==> config.mk <==
export PLATFORM = sky130hd
export DESIGN_NAME = tx_mem_cmd_unit
export DESIGN_NICKNAME = d
export VERILOG_FILES = /design/src/tcp_glue_pkg.sv /design/src/tx_mem_cmd_unit.sv
export SDC_FILE = /design/constraint.sdc
export NUM_CORES = 1
export LEC_CHECK = 0
export ABC_AREA = 1
export ABC_CLOCK_PERIOD_IN_PS = 3450
export BUFFER_PORTS_ARGS = -buffer_cell sky130_fd_sc_hd__buf_2
export CAP_MARGIN = 30
export CORE_AREA = 4 4 146 148
export CTS_CLUSTER_DIAMETER = 50
export DETAILED_ROUTE_END_ITERATION = 6
export DIE_AREA = 0 0 150 152
export GPL_TIMING_DRIVEN = 0
export SYNTH_ARGS = -nofsm -noshare
export SYNTH_HDL_FRONTEND = slang
export SYNTH_SLANG_ARGS = --single-unit
==> constraint.sdc <==
create_clock -name net_clk -period 3.45 [get_ports net_clk]
set_clock_uncertainty 0.1 [all_clocks]
set_input_delay 0.5175 -clock net_clk [delete_from_list [all_inputs] [get_ports net_clk]]
set_output_delay 0.5175 -clock net_clk [all_outputs]
set_load 0.05 [all_outputs]
==> src/tcp_glue_pkg.sv <==
package tcp_glue_pkg;

  localparam int DATA_WIDTH      = 512;               // fixed stream width
  localparam int KEEP_WIDTH      = DATA_WIDTH / 8;    // one enable per byte
  localparam int RX_BUFFER_DEPTH = 64;                // 1024 on hardware
  localparam int RX_PTR_WIDTH    = $clog2(RX_BUFFER_DEPTH);
  localparam int RX_OCC_WIDTH    = RX_PTR_WIDTH + 1;  // holds 0..depth
  localparam int RX_COUNT_WIDTH  = 16;                // count port of the core
  localparam int CORE_CMD_WIDTH  = 72;                // core datamover command word
  localparam int CMD_ADDR_LSB    = 32;                // address field in the core word
  localparam int CMD_ADDR_MSB    = 63;
  localparam int CMD_LEN_MSB     = 22;                // length field, 23 bits from bit 0
  localparam int MEM_ADDR_WIDTH  = 64;
  localparam int MEM_LEN_WIDTH   = 32;
  localparam int STAT_WIDTH      = 16;                // tx read counters

  // one beat of a data stream
  typedef struct packed {
    logic [DATA_WIDTH-1:0] data;
    logic [KEEP_WIDTH-1:0] keep;
    logic                  last;
  } axis_beat_t;

  typedef struct packed {
    logic [MEM_ADDR_WIDTH-1:0] addr;
    logic [MEM_LEN_WIDTH-1:0]  len;  // bytes
  } mem_cmd_t;

  typedef struct packed {
    logic [15:0] port;
  } listen_port_t;

  typedef struct packed {
    logic [7:0] result;  // nonzero when port opened
  } listen_status_t;

  typedef struct packed {
    logic [31:0] ip_addr;
    logic [15:0] port;
  } open_conn_t;

  typedef struct packed {
    logic [15:0] session_id;
    logic [7:0]  success;
  } open_status_t;

  typedef struct packed {
    logic [15:0] session_id;
    logic [15:0] length;
  } read_pkg_t;

  typedef struct packed {
    logic [15:0] session_id;
    logic [15:0] length;
  } tx_meta_t;

endpackage

==> src/tx_mem_cmd_unit.sv <==
`timescale 1ns/1ns

module tx_mem_cmd_unit
  import tcp_glue_pkg::*;
(
  input  logic                      net_clk,
  input  logic                      net_aresetn,
  input  logic                      core_rd_valid,
  output logic                      core_rd_ready,
  input  logic [CORE_CMD_WIDTH-1:0] core_rd_word,
  input  logic                      core_wr_valid,
  output logic                      core_wr_ready,
  input  logic [CORE_CMD_WIDTH-1:0] core_wr_word,
  output logic                      mem_rd_valid,
  input  logic                      mem_rd_ready,
  output mem_cmd_t                  mem_rd_cmd,
  output logic                      mem_wr_valid,
  input  logic                      mem_wr_ready,
  output mem_cmd_t                  mem_wr_cmd,
  input  logic                      rd_data_valid,
  input  logic                      rd_data_ready,
  input  logic                      rd_data_last,
  output logic [STAT_WIDTH-1:0]     rd_cmd_count,
  output logic [STAT_WIDTH-1:0]     rd_pkg_count
);

  // core word to address and length with a zero upper address half
  function automatic mem_cmd_t fmt_cmd(input logic [CORE_CMD_WIDTH-1:0] word);
    mem_cmd_t cmd;
    cmd.addr = {{(MEM_ADDR_WIDTH - (CMD_ADDR_MSB - CMD_ADDR_LSB + 1)){1'b0}},
                word[CMD_ADDR_MSB:CMD_ADDR_LSB]};
    cmd.len  = {{(MEM_LEN_WIDTH - CMD_LEN_MSB - 1){1'b0}}, word[CMD_LEN_MSB:0]};
    return cmd;
  endfunction

  assign mem_rd_valid  = core_rd_valid;  // handshake passes straight through
  assign core_rd_ready = mem_rd_ready;
  assign mem_rd_cmd    = fmt_cmd(core_rd_word);
  assign mem_wr_valid  = core_wr_valid;
  assign core_wr_ready = mem_wr_ready;
  assign mem_wr_cmd    = fmt_cmd(core_wr_word);

  always_ff @(posedge net_clk) begin
    if (!net_aresetn) begin
      rd_cmd_count <= '0;
      rd_pkg_count <= '0;
    end else begin
      if (mem_rd_valid && mem_rd_ready) begin
        rd_cmd_count <= rd_cmd_count + 1'b1;  // accepted read command
      end
      if (rd_data_valid && rd_data_ready && rd_data_last) begin
        rd_pkg_count <= rd_pkg_count + 1'b1;  // end of a read packet
      end
    end
  end

  // core holds a stalled read command until the memory side takes it
  a_rd_cmd_hold: assert property (@(posedge net_clk) disable iff (!net_aresetn)
    (core_rd_valid && !core_rd_ready) |=> (core_rd_valid && $stable(core_rd_word)));

  // same for a stalled write command
  a_wr_cmd_hold: assert property (@(posedge net_clk) disable iff (!net_aresetn)
    (core_wr_valid && !core_wr_ready) |=> (core_wr_valid && $stable(core_wr_word)));

endmodule

Word level (Yosys, flattened, before mapping)
Cells that the tools add are included.
{ "totals": {"reg_bits": 32, "input_bits": 153, "output_inout_bits": 228} }
{ "classes": {"n_addsub": 2, "reduce_logical": 3} }
{ "ops": {"columns": ["op", "count"], "rows": [
  ["$add A16 B1 Y16 const B", 2],
  ["$logic_and A1 B1 Y1", 3]
]} }

Longest topological paths before layout
{ "depth": {"ltp_word": 2, "mapped_depth": 9, "depth_no_buf": 9} }

Worst setup path after synthesis
OpenSTA, ideal clock, no wires.
{ "synth_timing": {"kind": "reg2reg", "from": "register rd_cmd_count[1]", "to": "register rd_cmd_count[12]", "setup_ns": 0.113, "t_arrival_ns": 1.550, "required_time_ns": 3.237, "slack_ns": 1.687, "stages_incl_launch_ff": 7, "path_buffers": 0, "period_less_slack_ns": 1.763, "cell_sequence": "dfxtp_1 -> ha_1 -> nand3_1 -> nor3_4 -> nand3_1 -> nor2_1 -> nor2_1"} }
{ "synth_via": {"elab_chain_len": 1} }
{ "synth_lines": {"columns": ["item", "line", "text"], "rows": [
  ["start: declaration", "tx_mem_cmd_unit.sv:23", "output logic [STAT_WIDTH-1:0] rd_cmd_count,"],
  ["start signal: assignment", "tx_mem_cmd_unit.sv:49", "rd_cmd_count <= rd_cmd_count + 1'b1;"],
  ["$add A16 B1 Y16", "tx_mem_cmd_unit.sv:49", null]
]} }
Every way passes these cells.
A chain may end at the register's enable or synchronous reset.

Worst setup path in the final report
{ "layout_timing": {"from": "register rd_pkg_count[11]", "to": "output port rd_pkg_count[11]"} }
{ "layout_rtl": {"columns": ["item", "line", "text"], "rows": [
  ["start: declaration", "tx_mem_cmd_unit.sv:24", "output logic [STAT_WIDTH-1:0] rd_pkg_count"],
  ["start signal: assignment", "tx_mem_cmd_unit.sv:52", "rd_pkg_count <= rd_pkg_count + 1'b1;"]
]} }
No word-level cell between the ends.

==> flow_summary.json <==
{
  "clk_path_buf_depth": 2,
  "layout_worst_path_cycle_share_pct": 47.0,
  "yosys-mux-area-fraction_pct": 0,
  "crit_family": "flip-flops",
  "placeableCoreArea_um2": 20000,
  "critPathSlowestCell": "dfxtp_1",
  "syn_area_per_cell_um2": 6.99,
  "synth-xor-area-share_pct": 0.283,
  "crit_required_ns": 2.83,
  "num-fill-cells": 2247,
  "fin_nets": 837,
  "post_cts_resized": 0,
  "grt_usage_pct": 7.37,
  "detailedRoute.firstPassIterationCount": 4,
  "area_delta_synth_final_pct": 49.9,
  "cts_tree": "done",
  "result_of_the_run": "complete, no violations",
  "cts_made_buffers": 5,
  "dp_hpwl_mm": 8.47,
  "grt_overflow_total": 0,
  "rsz0062_at_grt": "no",
  "route.detailed.drc": 0,
  "detail_route.wirelength_mm": 9.39,
  "ir_drop_uv": 139,
  "pin_count": 381,
  "cts_setup_buffers": 0,
  "drv_slew": 0,
  "cells_traversed_along_the_worst_timing_path": "buf_2",
  "hold_violations_final": 0,
  "clk_transition_reported_paths_ns": 0.05,
  "ant_nets": 0,
  "fin_crit_ns": 1.62,
  "slowest_delay_ns": 0.42,
  "worstHoldPathType": "reg -> reg",
  "yosys_warnings": 0,
  "largest_family_of_logic_cells_by_synthesized_area": "buffers and inverters",
  "insertion_delay_ns": 0.27,
  "synth_sequential_area_ratio_pct": 20.7,
  "floorplan.initialDensity_pct": 15.4,
  "drv.max_cap_violation_count": 0,
  "h-tree-depth": 2,
  "fin_tns_setup_ns": 0,
  "data_arrival_at_the_endpoint_of_the_critical_path_ns": 1.01,
  "synth_adder_area_share_pct": 0.808,
  "placed_cells": 945,
  "achievable-frequency_mhz": 616,
  "setup-violations-final": 0,
  "gp_congestion": 0.740,
  "cp_num_buf_inv": 1,
  "worst-slew-pin-transition_ns": 0.505,
  "layout.cells.non_filler": 953,
  "crit_path_max_fanout": 6,
  "relative_slew_slack_pct": 66.3,
  "die_h_um": 152,
  "port_buffers": 151,
  "grt_pass1_vias": 2708,
  "synthSimpleGateAreaFrac_pct": 19.5,
  "detailroute.via_count": 2980,
  "antenna_found_initial": 0,
  "floorplan.die_area_um2": 22800,
  "die_width_um": 150,
  "syn_inst": 443,
  "grt_pass1_wl_mm": 13.5,
  "ys_ff_latch": 32,
  "setup.worst_path.class": "reg -> out",
  "leakage_nw": 2.68,
  "antenna-diode-count": 0,
  "cts_hold_repair_buffers": 0,
  "cts_num_sinks": 32,
  "route.detailed.wl_per_inst_um": 9.86,
  "p_per_area_nw_per_um2": 333,
  "layout-drive-gt1-share_pct": 53.9,
  "detail_route.iter0.violations": 69,
  "count_of_cell_types_in_the_netlist": 24,
  "synth-compound-area-share_pct": 5.70,
  "grt_max_degree": 11,
  "crit_path_end_kind": "output port",
  "rows": 52,
  "clock-root-buffer": "clkbuf_16",
  "critical_path.startpoint_type": "flop",
  "synthesis.area_um2": 3100,
  "avgViaCountPerCell": 3.13,
  "regToRegSetupSlack_ns": 1.95
}
## synthesized netlist by cell type
cell / instances / share of area (%)
a21oi_1: 18 / 2.9
a31oi_1: 1 / 0.20
buf_2: 1 / 0.16
buf_4: 196 / 48
clkbuf_1: 2 / 0.24
conb_1: 1 / 0.12
dfxtp_1: 32 / 21
ha_1: 2 / 0.81
inv_1: 40 / 4.9
inv_2: 1 / 0.12
nand2_1: 57 / 6.9
nand2_2: 5 / 1.0
nand3_1: 18 / 2.9
nand3_2: 2 / 0.65
nand4_1: 3 / 0.61
nor2_1: 35 / 4.2
nor2_2: 2 / 0.40
nor2_4: 3 / 1.1
nor3_1: 7 / 1.1
nor3_4: 1 / 0.53
o21a_1: 1 / 0.24
o21ai_0: 13 / 2.1
o21bai_1: 1 / 0.24
xor2_1: 1 / 0.28
## flip-flops by register name, summed over array words and instances (netlist names)
signal        flops
rd_cmd_count     16
rd_pkg_count     16
## cell type report
cell class	count	area (um2)	share of cell area [%]
Tap cell	270	338	7.28
Buffer	199	1480	32.0
Multi-Input combinational cell	252	1120	24.2
Clock buffer	8	146	3.16
Timing Repair Buffer	151	756	16.3
Inverter	41	154	3.32
Sequential cell	32	641	13.8
## cell usage in the layout, fill, tap and decap left out
| cell type | netlist | layout |
|---|---|---|
| nor2_4 | 3 | 3 |
| nor2_1 | 35 | 35 |
| inv_2 | 1 | 1 |
| conb_1 | 1 | 82 |
| o21bai_1 | 1 | 1 |
| buf_4 | 196 | 196 |
| o21ai_0 | 13 | 13 |
| nand2_1 | 57 | 57 |
| ha_1 | 2 | 2 |
| xor2_1 | 1 | 1 |
| clkbuf_1 | 2 | 4 |
| nand4_1 | 3 | 3 |
| inv_1 | 40 | 40 |
| nand3_1 | 18 | 18 |
| buf_2 | 1 | 152 |
| a21oi_1 | 18 | 18 |
| clkbuf_8 | 0 | 1 |
| nor3_4 | 1 | 1 |
| nand3_2 | 2 | 2 |
| nor3_1 | 7 | 7 |
| a31oi_1 | 1 | 1 |
| nand2_2 | 5 | 5 |
| o21a_1 | 1 | 1 |
| clkbuf_16 | 0 | 5 |
| nor2_2 | 2 | 2 |
| dfxtp_1 | 32 | 32 |
## per-stage QoR
stage	utilization (%)	hold slack, ns	worst slack [ns]	instance area (um2)	total power [W]
5_1_grt	23.2	0.427	1.70	4640	0.00161
4_1_cts	23.2	0.399	1.81	4640	0.00156
6_report	23.2	0.390	1.83	4640	0.00155
3_3_place_gp	22.4	0.375	1.76	4490	0.00111
2_1_floorplan	-	0.590	1.69	3400	0.00103
3_5_place_dp	22.4	0.386	1.77	4490	0.00111
## final timing paths
| kind | endpoint | from | cells past startpoint |
|---|---|---|---|
| setup / recovery | rd_pkg_count[11] | rd_pkg_count[11] | 1 |
| hold / removal | rd_cmd_count[6] | rd_cmd_count[6] | 1 |
| setup reg to reg | rd_cmd_count[14] | rd_cmd_count[1] | 6 |
| hold reg to reg | rd_cmd_count[6] | rd_cmd_count[6] | 1 |
## logic make-up after synthesis
family,Yosys count
AOI/OAI and AO/OA,34
xor gates and xnor gates,1
adders and majority gates,2
buffers and inverters,240
DFF,32
other,1
and+or+nand+nor,133
## metal layers
| metal | track usage, % | up-vias | share of wire, % |
|---|---|---|---|
| li1 | - | 1563 | - |
| met1 | 6.94 | 1234 | 32 |
| met2 | 15.5 | 178 | 56 |
| met3 | 1.79 | 5 | 12 |
| met4 | 1.61 | 0 | 0.61 |
| met5 | 0 | - | 0 |
## report_power, final
group          total, W  leakage (nW)  internal, W  switching (W)
sequential     0.000375         0.258     0.000373     0.00000274
clock          0.000442        0.0712     0.000288       0.000155
combinational  0.000729          2.35     0.000201       0.000528
(Power assumes the default switching activity.)
