<file path="src/tcp_glue_pkg.sv">
package tcp_glue_pkg;

  localparam int DATA_WIDTH      = 512;               // fixed stream width
  localparam int KEEP_WIDTH      = DATA_WIDTH / 8;    // one enable per byte
  localparam int RX_BUFFER_DEPTH = 64;                // 1024 on hardware
  localparam int RX_PTR_WIDTH    = $clog2(RX_BUFFER_DEPTH);
  localparam int RX_OCC_WIDTH    = RX_PTR_WIDTH + 1;  // holds 0..depth
  localparam int RX_COUNT_WIDTH  = 16;                // count port of the core
  localparam int CORE_CMD_WIDTH  = 72;                // core datamover command word
  localparam int CMD_ADDR_LSB    = 32;                // address field in the core word
  localparam int CMD_ADDR_MSB    = 63;
  localparam int CMD_LEN_MSB     = 22;                // length field, 23 bits from bit 0
  localparam int MEM_ADDR_WIDTH  = 64;
  localparam int MEM_LEN_WIDTH   = 32;
  localparam int STAT_WIDTH      = 16;                // tx read counters

  // one beat of a data stream
  typedef struct packed {
    logic [DATA_WIDTH-1:0] data;
    logic [KEEP_WIDTH-1:0] keep;
    logic                  last;
  } axis_beat_t;

  typedef struct packed {
    logic [MEM_ADDR_WIDTH-1:0] addr;
    logic [MEM_LEN_WIDTH-1:0]  len;  // bytes
  } mem_cmd_t;

  typedef struct packed {
    logic [15:0] port;
  } listen_port_t;

  typedef struct packed {
    logic [7:0] result;  // nonzero when port opened
  } listen_status_t;

  typedef struct packed {
    logic [31:0] ip_addr;
    logic [15:0] port;
  } open_conn_t;

  typedef struct packed {
    logic [15:0] session_id;
    logic [7:0]  success;
  } open_status_t;

  typedef struct packed {
    logic [15:0] session_id;
    logic [15:0] length;
  } read_pkg_t;

  typedef struct packed {
    logic [15:0] session_id;
    logic [15:0] length;
  } tx_meta_t;

endpackage

</file>
<file path="src/axis_reg_slice.sv">
`timescale 1ns/1ns

module axis_reg_slice
  import tcp_glue_pkg::*;
#(
  parameter type payload_t = listen_port_t
) (
  input  logic     net_clk,
  input  logic     net_aresetn,
  input  logic     s_valid,
  output logic     s_ready,
  input  payload_t s_data,
  output logic     m_valid,
  input  logic     m_ready,
  output payload_t m_data
);

  payload_t skid_data;   // second entry filled only under back-pressure
  logic     skid_valid;
  logic     s_fire;
  logic     m_free;      // output register can take a new entry

  assign s_ready = ~skid_valid;       // straight from a flop with no path from m_ready
  assign s_fire  = s_valid & s_ready;
  assign m_free  = ~m_valid | m_ready;

  always_ff @(posedge net_clk) begin
    if (!net_aresetn) begin
      m_valid    <= 1'b0;
      skid_valid <= 1'b0;
    end else begin
      if (m_free) begin
        m_valid    <= skid_valid | s_fire;  // skid drains first
        skid_valid <= 1'b0;
      end else if (s_fire) begin
        skid_valid <= 1'b1;                 // park the beat while the output is stalled
      end
    end
  end

  // payload path
  always_ff @(posedge net_clk) begin
    if (m_free) begin
      m_data <= skid_valid ? skid_data : s_data;
    end
    if (s_fire && !m_free) begin
      skid_data <= s_data;
    end
  end

  // a parked beat stays put while both entries are full and the output stalls
  a_no_overwrite: assert property (@(posedge net_clk) disable iff (!net_aresetn)
    (m_valid && skid_valid && !m_ready) |=> (skid_valid && skid_data == $past(skid_data)));

  // stalled output keeps its payload until taken
  a_hold_stalled: assert property (@(posedge net_clk) disable iff (!net_aresetn)
    (m_valid && !m_ready) |=> (m_valid && m_data == $past(m_data)));

endmodule

</file>
<file path="config.mk">
export PLATFORM = sky130hd
export DESIGN_NAME = axis_reg_slice
export DESIGN_NICKNAME = d
export VERILOG_FILES = /design/src/tcp_glue_pkg.sv /design/src/axis_reg_slice.sv
export SDC_FILE = /design/constraint.sdc
export NUM_CORES = 1
export LEC_CHECK = 0
export ABC_AREA = 1
export BUFFER_PORTS_ARGS = -buffer_cell sky130_fd_sc_hd__buf_4
export CORE_MARGIN = 5
export CORE_UTILIZATION = 52
export CTS_BUF_LIST = sky130_fd_sc_hd__clkbuf_8
export DETAILED_ROUTE_END_ITERATION = 8
export PLACE_DENSITY = 0.8
export SYNTH_ARGS = -nofsm -noshare
export SYNTH_HDL_FRONTEND = slang
export SYNTH_SLANG_ARGS = --single-unit
</file>
<file path="constraint.sdc">
create_clock -name net_clk -period 2.2 [get_ports net_clk]
set_clock_uncertainty 0.05 [all_clocks]
set_input_delay 0.11 -clock net_clk [delete_from_list [all_inputs] [get_ports net_clk]]
set_output_delay 0.11 -clock net_clk [all_outputs]
set_load 0.02 [all_outputs]
</file>
=== Yosys cells after proc, flatten, opt, wreduce, memory -nomap -nowiden ===
Index checks and enable logic that the tools add are counted.

* Output and inout port bits: 18
* Flip-flop bits (word level): 34

* Muxes and demuxes: 1
* Reductions and logical operators: 3
* Bitwise operators: 6

{| class="wikitable"
|+ Operators with widths
! kind !! number
|-
| 16-bit two-way mux || 1
|-
| 1-bit inverter || 3
|-
| 1-bit OR || 2
|-
| 2-bit OR reduction || 1
|-
| 1-bit AND || 1
|-
| 1-bit logical AND || 1
|-
| 1-bit logical NOT || 1
|}

=== Logic depth before layout (Yosys ltp) ===
Gate-level depths: netlist of run 1.

* Depth in word-level cells: 4
* Mapped depth: 5
* Depth with buffers taken out: 3

=== Worst setup path before layout of run 1 ===
OpenSTA, ideal clock, no wires.

* Kind: reg2reg
* Start: reg m_valid
* End: reg skid_data[0] (netlist name) (enable)
* Arrival: 1.637 ns
* Path slack: 0.124 ns
* Period minus slack after synthesis: 2.076 ns
* Required time: 1.761 ns
* Stages on the path, launching flop included: 3
* Path buffers: 0
* Cell sequence: dfxtp_1 -> nand2_1 -> nor2_1

* Cells in the longest elaborated chain, start to end: 4

{| class="wikitable"
|+ RTL lines
! element !! line !! source
|-
| from (decl) || axis_reg_slice.sv:13 || <nowiki>output logic m_valid,</nowiki>
|-
| from (signal assigned) || axis_reg_slice.sv:33 || <nowiki>m_valid <= skid_valid | s_fire;</nowiki>
|-
| 1-bit inverter || axis_reg_slice.sv:25 || <nowiki>assign m_free = ~m_valid | m_ready;</nowiki>
|-
| 1-bit OR || axis_reg_slice.sv:25 ||
|-
| via m_free || axis_reg_slice.sv:21 || <nowiki>logic m_free;</nowiki>
|-
| 1-bit logical NOT || axis_reg_slice.sv:46 || <nowiki>if (s_fire && !m_free) begin</nowiki>
|-
| 1-bit logical AND || axis_reg_slice.sv:46 ||
|-
| to (signal assigned) || axis_reg_slice.sv:47 || <nowiki>skid_data <= s_data;</nowiki>
|-
| to (decl) || axis_reg_slice.sv:18 || <nowiki>payload_t skid_data;</nowiki>
|}

The timed path passes the listed nets, and every way through them passes these cells.
A chain may end at the register's enable or synchronous reset.

=== Final worst setup path of run 1 ===
* Start: reg m_valid
* End: reg skid_data[9] (netlist name) (enable)

Same word-level chain as after synthesis.

==> results of run 1 <==
-- final cells by class --
cell class,instances,share of cell area
clock buffer,5,0.0377
clock inverter,3,0.00686
inverter,2,0.00824
multi-input combinational,56,0.121
sequential,34,0.549
tap,30,0.0206
timing repair buffer,57,0.257
-- cells by family after synthesis --
group,count (synthesis)
buffers and inverters,5
and+or+nand+nor,55
AOI/OAI and AO/OA,1
DFF,34
-- through the flow --
step	util	cell area (um^2)	instances
2_1_floorplan	-	1280	95
3_3_place_gp	0.656	1580	163
3_5_place_dp	0.656	1580	163
4_1_cts	0.756	1820	187
5_1_grt	0.756	1820	187
6_report	0.756	1820	187
-- synth_stat cells, drive strengths merged --
library cell / number / area [um^2]
dfxtp: 2 / 40.0
edfxtp: 32 / 961
nand3: 1 / 5.00
buf: 2 / 26.3
nand2: 51 / 199
clkbuf: 1 / 13.8
inv: 2 / 15.0
o21ai: 1 / 5.00
nor2: 3 / 11.3
-- cell usage in the layout, fill, tap and decap left out, drive strengths merged --
| master | n |
|---|---|
| buf | 41 |
| clkbuf | 5 |
| clkinv | 2 |
| dfxtp | 2 |
| dlygate4sd3 | 16 |
| edfxtp | 32 |
| inv | 3 |
| nand2 | 51 |
| nand3 | 1 |
| nor2 | 3 |
| o21ai | 1 |
-- timing repair --
action	in CTS	in global routing
setup buffers	0	0
hold buffers	16	0
endpoints found under the hold margin	16	0
gates resized for setup	0	0
-- worst max path at each step --
stage,depth (start not counted),slack [ns],start,to
global route,4,0.74,m_valid,skid_data[4]
floorplan,2,0.12,m_valid,skid_data[0]
finish,4,0.81,m_valid,skid_data[9]
detailed placement,4,0.87,m_valid,skid_data[12]
global placement,4,0.92,m_valid,skid_data[12]
CTS,4,0.85,m_valid,skid_data[12]
-- state kept, by name, summed over array words and instances (netlist names) --
name        cells
skid_valid      1
skid_data      16
m_valid         1
m_data         16
-- worst max-delay path: cells and delay by family (launching register included) --
family	cells	cell delay (ns)
buf+inv	2	0.43
simple gates	2	0.24
flops	1	0.36
-- per-layer routing --
metal | global-route usage | up-vias | routed length (um)
met2 | 0.348 | 48 | 1670
met5 | 0 | - | 0
met1 | 0.172 | 442 | 975
li1 | - | 436 | -
met3 | 0.0654 | 11 | 198
met4 | 0.123 | 0 | 121
-- power by group --
| group | switching (W) | internal, W | leakage (nW) | total (W) |
|---|---|---|---|---|
| registers | 0.0000128 | 0.000749 | 0.328 | 0.000761 |
| logic | 0.0000907 | 0.0000859 | 0.427 | 0.000177 |
| clock network | 0.000220 | 0.000213 | 0.0468 | 0.000433 |
==> results summary, run 1 <==
The worst reg-to-reg setup slack came out at 0.81 ns. Of the cells placed in the final design, the portion with a size suffix greater than 1 is 0.325. In this run, the number of DRC markers left after iteration 0 of detailed routing was 17. The tree built by TritonCTS fans out to 34 sinks. Before antenna repair, the detailed router went through 4 iterations. Clock tree synthesis inserted a total of 5 buffers.

The initial utilization of the core area, before any placement, comes to 0.530. The worst hold path belongs to the class input port to flip-flop. Registers take 1000 um^2.

The overall die area is 3550 um^2. Counting along the longest clock path gives a buffer depth of 2. The worst-margin pin slew came out at 0.236 ns. The delay of the slowest critical-path stage is 0.36 ns. For hold timing, the worst endpoint is m_valid. Counting every instance in the synthesized netlist gives 95.

The horizontal die dimension came out at 59.5 um. The number of global-route vias before repair was 976. The post-synthesis cell type count came out at 12. The maximum vdd drop came out at 733 uV. Across every metal layer, demand over resource in global routing totals 0.189. In this run the most critical hold path is launched from net_aresetn. The total number of vias is 937. The remaining routing DRC violations came out at 0. The synthesis-to-layout area growth came out at 42.8%. The floorplan has 18 rows. The routed wirelength normalized by instance count is 15.9 um. The I/O pin count is 38. The cell area that synthesis handed to floorplanning was 1280 um^2.

The clock-pin slew reported for the worst setup and hold paths after clock tree synthesis is 0.07 ns. The maximum level of the CTS H-tree is 2. The HPWL reported at the end of detailed placement is 1780 um. The core box area is 2410 um^2. The source of the worst register-to-register timing path is m_valid. The critical path required time came out at 2.14 ns. The mean cell area of the mapped netlist is 13.4 um^2. The post-layout minimum cycle time came out at 1.39 ns. The kind of end point of the critical path is a flip-flop. Traced cell by cell, the critical path runs through nand2_1 -> buf_4 -> nor2_1 -> buf_4. For this design the static power due to leakage is 0.802 nW.

The overall routed net length came out at 2960 um. The area fraction in and, or, nand and nor cells after synthesis came out at 0.169. Across the run, the number of max-cap violations was 0.

The buffer cell driving the clock tree root is sky130_fd_sc_hd__clkbuf_8. The latest clock arrival within the worst-skew pair is 0.29 ns. The achievable clock frequency came out at 718 MHz.

The main combinational cell family by area after synthesis is simple AND/OR/NAND/NOR gates. The maximum fanout along the worst path is 17. Prior to clock tree synthesis, the placed netlist has a worst setup slack of 0.866 ns.

The number of vias per cell came out at 5.01. The flow ran to the end, and the final reports show no timing, DRC or antenna violations. The number of antenna violations at the first check in global routing came out at 0.

Setup total negative slack on the finished layout was measured at 0 ns. The final number of max-transition violations is 0. Overall power consumption after layout is estimated at 0.00137 W.

Of the total synthesized cell area, the portion taken by XOR and XNOR cells is 0. The worst setup path is launched from a flip-flop. The compound-cell area share of the yosys netlist is 0.00392. The mux share of post-synthesis cell area is 0.

The number of warning messages in the yosys log came out at 0. Measured along the y axis, the die boundary spans 59.5 um. The final count of negative-setup-slack endpoints is 0.

The synthesized netlist net count came out at 115. The headroom to the max-slew limit came out at 0.842. The final cycle utilization of the critical path is 0.633. The worst hold slack across all endpoints is 0.0153 ns.

The total power per unit cell area came out at 752 nW/um^2. On the critical path, the stage with the largest delay is an instance of sky130_fd_sc_hd__dfxtp_1. The number of input and output port buffers inserted is 37.

Counting the fill cells in the layout gives 145. The critical path start-end classification is flip-flop to flip-flop. The worst register-to-register path has a depth of 4.

The final setup slack of the worst path is 0.808 ns. TritonCTS built the clock tree. The final weighted congestion in routability-driven placement came out at 0.780. The signal arrival time at the worst endpoint is 1.33 ns. Setup repair after global routing left no endpoint under its margin. The global route total overflow is 0. The final net count is 176.

The cell that appears most often on the critical path is sky130_fd_sc_hd__buf_4. The adder and majority cell fraction of the synthesized area is 0. The endpoint identified for the worst register-to-register timing path is skid_data[9]. In this run, synthesis produced a sequential element count of 34.

The count of nets left with antenna violations after detail routing is 0. The first global-routing pass estimated 4530 um of wire. The final number of hold-violating endpoints is 0.

The instance count along the most critical hold path is 3. Of the synthesized area, sequential elements account for 0.784. The number of inserted diodes is 0. The area used by multi-input combinational logic is 220 um^2. The pin count of the biggest net entering global routing came out at 19.
(Power assumes the default switching activity.)
==> inputs of run 2 (changes only) <==
==> constraint.sdc (replaced) <==
create_clock -name net_clk -period 1.41 [get_ports net_clk]
set_clock_uncertainty 0.05 [all_clocks]
set_input_delay 0.0705 -clock net_clk [delete_from_list [all_inputs] [get_ports net_clk]]
set_output_delay 0.0705 -clock net_clk [all_outputs]
set_load 0.02 [all_outputs]
==> results summary, run 2 (synthesized netlist as in run 1, its figures left out) <==
The source of the worst register-to-register timing path is skid_valid. The final net count is 177 (+0.57%). The overall die area is 3550 um^2 (unchanged).

The signal arrival time at the worst endpoint is 1.20 ns (-0.13 ns). The core box area is 2410 um^2 (unchanged). The largest registers in the layout are m_data x16, skid_data x16.

The worst reg-to-reg setup slack is 0.13 ns (-0.68 ns). The critical path required time is 1.29 ns (-0.85 ns). The worst-margin pin slew was 0.433 ns (+0.197 ns). CTS placed an instance of sky130_fd_sc_hd__clkbuf_8 at the clock tree root. The number of sinks on the clock net came out at 34 (unchanged).

The die span in y was 59.5 um (unchanged). The highest signal layer in the routed design is met4. The met2 wire length came out at 1570 um (-6.2%). The global route total overflow was 0 (unchanged). The number of vias per cell came out at 4.83 (-3.6%). The starting density of the core is 0.530 (unchanged). The sequential cell area in the final layout came to 1000 um^2 (unchanged). The number of inserted diodes came to 0 (unchanged). In the layout the commonest cells are sky130_fd_sc_hd__nand2_1 (47), sky130_fd_sc_hd__buf_4 (40), sky130_fd_sc_hd__edfxtp_1 (32). The maximum fanout along the worst path was 16 (-1). The total power per unit cell area was 1170 nW/um^2 (+56%). The final count of negative-setup-slack endpoints came out at 0 (unchanged). The post-layout minimum cycle time came out at 1.32 ns. The post-cts sizing count came out at 0 (unchanged). The flow ran to the end, and the final reports show no timing, DRC or antenna violations. Setup repair after global routing left no endpoint under its margin. The final weighted congestion in routability-driven placement came out at 0.783 (+0.40%).

The headroom to the max-slew limit is 0.710 (-0.132). The final number of max-transition violations is 0 (unchanged). The count of standard-cell rows came out at 18 (unchanged). The synthesis-to-layout area growth is 45.7%. The CTS tree is done.

The remaining routing DRC violations came out at 0 (unchanged). The setup path with the least slack is of type input port to flip-flop. The maximum vdd drop came out at 950 uV (+30%). The horizontal die dimension came to 59.5 um (unchanged). The cell count of the worst reg-to-reg path is 3 (-1). The fraction of final layout cells sized beyond drive strength 1 came out at 0.329 (+0.00427).

The total number of vias was 908 (-3.1%). The number of input and output port buffers inserted is 37 (unchanged). The latest clock arrival within the worst-skew pair is 0.28 ns (about the same). The capturing point of the worst reg2reg path is skid_data[7].

The HPWL reported at the end of detailed placement is 1660 um (-6.4%). The total of fill cells in the finished design was 129 (-11%). The number of search-and-repair iterations in the first detailed-routing pass is 4 (unchanged). The number of antenna violations at the first check in global routing is 0 (unchanged).

The global-route wire length before repair is 4360 um (-3.7%). The number of DRC markers after the initial detailed-route iteration was 25 (+8). The detailed-routing wirelength on met1 came out at 933 um (-4.3%). Leaving out fill and tap cells, the most frequent cell in the layout is sky130_fd_sc_hd__nand2_1. The number of placed instances, taps included is 162 (-0.61%). The I/O pin count came out at 38 (unchanged). The non-filler instance count after layout came out at 188 (+0.53%). The clock-pin slew reported for the worst setup and hold paths after clock tree synthesis is 0.06 ns (about the same). The number of global-route vias before repair is 962 (-1.4%). The pin count of the biggest net entering global routing is 19 (unchanged). The final cycle utilization of the critical path came out at 0.936. The first element of the critical path is s_valid. The maximum level of the CTS H-tree is 2 (unchanged). The capture point of the worst path is skid_data[7]. The final number of hold-violating endpoints is 0 (unchanged). The number of buffers added by the clock tree synthesis step is 5 (unchanged). The static leakage is 0.818 nW (+2.0%).

The number of max-capacitance violations reported came out at 0 (unchanged). The count of nets left with antenna violations after detail routing is 0 (unchanged). The routed length on met3 came to 142 um (-28%).

The worst setup path is captured at a flip-flop. The total negative slack came out at 0 ns (unchanged). The area used by multi-input combinational logic is 235 um^2 (+6.8%). The number of buffers on the longest clock path is 2 (unchanged). The routed wirelength normalized by instance count came to 14.6 um (-8.2%). The total power after layout is 0.00217 W (+59%). The total global routing track utilization came out at 0.179 (-0.0101). The achievable clock frequency is 758 MHz. The path class of the tightest hold or removal check is input port to flip-flop. The overall routed net length is 2740 um (-7.7%). The kind of launch point of the worst setup path is an input port.
[run 2: worst max-delay path, stage by stage]
cell and delay, ns:
sky130_fd_sc_hd__dlygate4sd3_1 0.55, sky130_fd_sc_hd__buf_4 0.12, sky130_fd_sc_hd__nand2_1 0.08, sky130_fd_sc_hd__nor2_4 0.38
[run 2: area by class of cell]
type,count,share of cell area
sequential,34,0.538
timing repair buffer,58,0.258
multi-input combinational,56,0.127
clock buffer,6,0.0444
tap,30,0.0202
inverter,2,0.00808
clock inverter,2,0.00404
[run 2: timing repair]
action                     CTS  global route
setup endpoints to repair    0             0
setup buffers                0             0
hold endpoints to repair    18             0
hold buffers                18             0
[run 2: how the worst min path moves through the flow]
stage          cells past startpoint            to  slack [ns]  startpoint
2_1_floorplan                      0  skid_data[0]        0.12   s_data[0]
3_3_place_gp                       1  skid_data[1]        0.21   s_data[1]
3_5_place_dp                       1  skid_data[1]        0.21   s_data[1]
4_1_cts                            4    skid_valid        0.05     m_ready
5_1_grt                            4    skid_valid        0.08     m_ready
6_report                           4    skid_valid        0.05     m_ready
[run 2: metal layers]
layer / vias to the layer above / global-route usage
met4: 0 / 0.123
met2: 29 / 0.328
met5: - / 0
met1: 430 / 0.176
met3: 9 / 0.0392
li1: 440 / -
[run 2: through the flow]
step           worst slack (ns)   util  hold WS (ns)  area (um^2)
2_1_floorplan            0.0306      -         0.119         1290
3_3_place_gp              0.161  0.659         0.210         1590
3_5_place_dp              0.135  0.659         0.210         1590
4_1_cts                   0.125  0.772        0.0493         1860
5_1_grt                  0.0317  0.772        0.0774         1860
6_report                 0.0904  0.772        0.0538         1860
[run 2: power by group]
| part | switching [W] | total (W) | internal [W] | leakage [nW] |
|---|---|---|---|---|
| Sequential | 0.0000181 | 0.00119 | 0.00117 | 0.328 |
| Combinational | 0.000143 | 0.000280 | 0.000137 | 0.436 |
| Clock | 0.000325 | 0.000708 | 0.000383 | 0.0538 |
| Total | 0.000486 | 0.00217 | 0.00169 | 0.818 |
==> inputs of run 3 (changes only) <==
--- a/config.mk
+++ b/config.mk
@@ -7,11 +7,13 @@
 export LEC_CHECK = 0
 export ABC_AREA = 1
 export BUFFER_PORTS_ARGS = -buffer_cell sky130_fd_sc_hd__buf_4
+export CELL_PAD_IN_SITES_DETAIL_PLACEMENT = 0
+export CELL_PAD_IN_SITES_GLOBAL_PLACEMENT = 1
 export CORE_MARGIN = 5
-export CORE_UTILIZATION = 52
+export CORE_UTILIZATION = 41
 export CTS_BUF_LIST = sky130_fd_sc_hd__clkbuf_8
 export DETAILED_ROUTE_END_ITERATION = 8
-export PLACE_DENSITY = 0.8
+export PLACE_DENSITY_LB_ADDON = 0.1
 export SYNTH_ARGS = -nofsm -noshare
 export SYNTH_HDL_FRONTEND = slang
 export SYNTH_SLANG_ARGS = --single-unit
==> results summary, run 3 (synthesized netlist as in run 1, its figures left out) <==
Setup repair after global routing left no endpoint under its margin. The number of buffers added by the clock tree synthesis step is 5 (unchanged). The final count of negative-setup-slack endpoints was 0 (unchanged). The I/O pin count is 38 (unchanged).

The library cell used most frequently in the layout, excluding fill and tap cells, is sky130_fd_sc_hd__nand2_1. The class of the most critical hold timing path is input port to flip-flop. The fraction of final layout cells sized beyond drive strength 1 was 0.329 (unchanged).

The core box area is 3030 um^2 (+26%). The pin count of the biggest net entering global routing is 19 (unchanged). The count of standard-cell rows came out at 20 (+2). The HPWL reported at the end of detailed placement came to 1530 um (-7.9%). The die span in y is 65.8 um (+10%). The buffer cell driving the clock tree root is sky130_fd_sc_hd__clkbuf_8. The latest clock arrival within the worst-skew pair is 0.27 ns (about the same). The overall routed net length came out at 2430 um (-11%). The post-layout minimum cycle time is 1.30 ns (-0.0200 ns).

The clock share of power is 0.312 (-0.013). The overall die area is 4330 um^2 (+22%). The number of buffers on the longest clock path came to 2 (unchanged). The hold path startpoint is m_ready. The flow ran to the end, and the final reports show no timing, DRC or antenna violations. The total global routing track utilization came out at 0.128 (-0.0508). The routed wirelength normalized by instance count is 12.0 um (-17%). The global-route wire length before repair came out at 4040 um (-7.4%). The final cycle utilization of the critical path came out at 0.922 (-0.0142). The switching part of the total came out at 0.227 (+0.00366). The number of global-route vias before repair was 887 (-7.8%). The total internal power was 0.00164 W (-3.1%).

The sequential fraction of design power came to 0.560 (+0.014). The cell count of the worst reg-to-reg path came out at 3 (unchanged). The signal arrival time at the worst endpoint came out at 1.17 ns (-0.03 ns). The net switching power came out at 0.000481 W (-1.0%).

STA classifies the critical path startpoint as an input port. The global route total overflow came out at 0 (unchanged). The number of max-capacitance violations reported is 0 (unchanged). The post-CTS setup-driven buffer insertion count came out at 0 (unchanged). The total number of vias came out at 842 (-7.3%).

The endpoint identified for the worst register-to-register timing path is skid_data[15]. The maximum fanout along the worst path came to 16 (unchanged). The remaining routing DRC violations came to 0 (unchanged).

The number of vias per cell came out at 4.17 (-14%). The maximum level of the CTS H-tree came out at 2 (unchanged). For hold timing, the worst endpoint is skid_valid.

The count of nets left with antenna violations after detail routing is 0 (unchanged). The headroom to the max-slew limit came out at 0.702 (-0.00886). The static leakage is 0.811 nW (-0.86%). The final net count is 177 (unchanged). The number of antenna violations at the first check in global routing came to 0 (unchanged). The final number of hold-violating endpoints is 0 (unchanged). The worst setup path is captured at a flip-flop. Compared with the post-synthesis result, the final layout area differs by 46.4%.

The total power per unit cell area came out at 1130 nW/um^2 (-3.1%). The worst-margin pin slew is 0.446 ns (+0.0133 ns). The worst reg-to-reg setup slack is 0.13 ns (about the same).

The worst hold slack across all endpoints was 0.0698 ns (+0.0160 ns). The clock-pin slew reported for the worst setup and hold paths after clock tree synthesis came out at 0.06 ns (about the same). TritonCTS built the clock tree. The achievable clock frequency is 769 MHz (+1.5%).

In the layout the commonest cells are sky130_fd_sc_hd__nand2_1 (47), sky130_fd_sc_hd__buf_4 (40), sky130_fd_sc_hd__edfxtp_1 (32). The critical path required time came to 1.28 ns (about the same). The source of the worst register-to-register timing path is skid_valid.

The worst setup path is of the input port to flip-flop kind. The number of input and output port buffers inserted is 37 (unchanged). The total negative slack is 0 ns (unchanged). The final number of max-transition violations came out at 0 (unchanged). The number of inserted diodes is 0 (unchanged).

The starting density of the core is 0.421 (-0.108). The horizontal die dimension came out at 65.8 um (+10%). The maximum vdd drop came out at 673 uV (-29%).

The combinational fraction of design power is 0.128 (about the same). The number of sinks on the clock net came out at 34 (unchanged). The number of DRC markers after the initial detailed-route iteration came to 27 (+8.0%). The total power after layout is 0.00212 W (-2.6%).

The largest registers in the layout are m_data x16, skid_data x16. The final weighted congestion in routability-driven placement came to 0.666 (-15%). The number of search-and-repair iterations in the first detailed-routing pass is 4 (unchanged). The instance count along the most critical hold path came out at 4 (unchanged).
==> run 3: changes by cell type in the layout (fill, tap and decap cells not counted) <==
cell | before | now
sky130_fd_sc_hd__clkinv_2 | 0 | 1
sky130_fd_sc_hd__clkbuf_8 | 6 | 5
sky130_fd_sc_hd__clkinv_1 | 0 | 1
sky130_fd_sc_hd__inv_1 | 3 | 2
==> run 3: worst max-delay path by stage <==
stage                     from             to  slack, ns  depth (start not counted)
floorplan              m_valid   skid_data[0]       0.03                          2
global placement    skid_valid   skid_data[7]       0.12                          3
detailed placement  skid_valid   skid_data[8]        0.1                          3
CTS                    s_valid   skid_data[3]       0.07                          4
global route           s_valid   skid_data[1]       0.04                          4
finish                 s_valid  skid_data[15]       0.11                          4
==> run 3: routing by layer <==
layer / GRT usage / part of all wire / wire (um)
met5: 0 / 0 / 0
met4: 0.0544 / 0.0054 / 13
met3: 0.0578 / 0.065 / 159
met2: 0.213 / 0.52 / 1270
met1: 0.141 / 0.41 / 987
==> run 3: per-stage QoR <==
step           instances   util  area [um^2]  setup slack (ns)
4_1_cts              202  0.617         1870            0.0719
6_report             202  0.617         1870             0.110
3_3_place_gp         176  0.531         1610             0.116
5_1_grt              202  0.617         1870            0.0393
2_1_floorplan         95      -         1290            0.0306
3_5_place_dp         176  0.531         1610            0.0973
==> run 3: final cells by class <==
cell class	instances	area (um^2)
Tap cell	44	55.1
Sequential cell	34	1000
Multi-Input combinational cell	56	235
Clock inverter	3	12.5
Fill cell	249	1160
Inverter	2	15.0
Clock buffer	5	68.8
Timing Repair Buffer	58	480
==> run 3: power groups by stage <==
stage / sequential (W) / combinational, W / clock [W]
after floorplan: 0.00126 / 0.0000572 / 0
after global placement: 0.00121 / 0.000233 / 0
after detailed placement: 0.00121 / 0.000237 / 0
after CTS: 0.00119 / 0.000276 / 0.000682
after global routing: 0.00119 / 0.000295 / 0.000733
final: 0.00119 / 0.000272 / 0.000661
==> run 3: repair_timing <==
action | CTS | global route
hold buffers | 18 | 0
gates resized for setup | 0 | 0
endpoints found under the hold margin | 18 | 0
==> run 3: critical path, cell delays in order <==
cell and delay, ns:
sky130_fd_sc_hd__dlygate4sd3_1 0.53, sky130_fd_sc_hd__buf_4 0.11, sky130_fd_sc_hd__nand2_1 0.08, sky130_fd_sc_hd__nor2_4 0.39
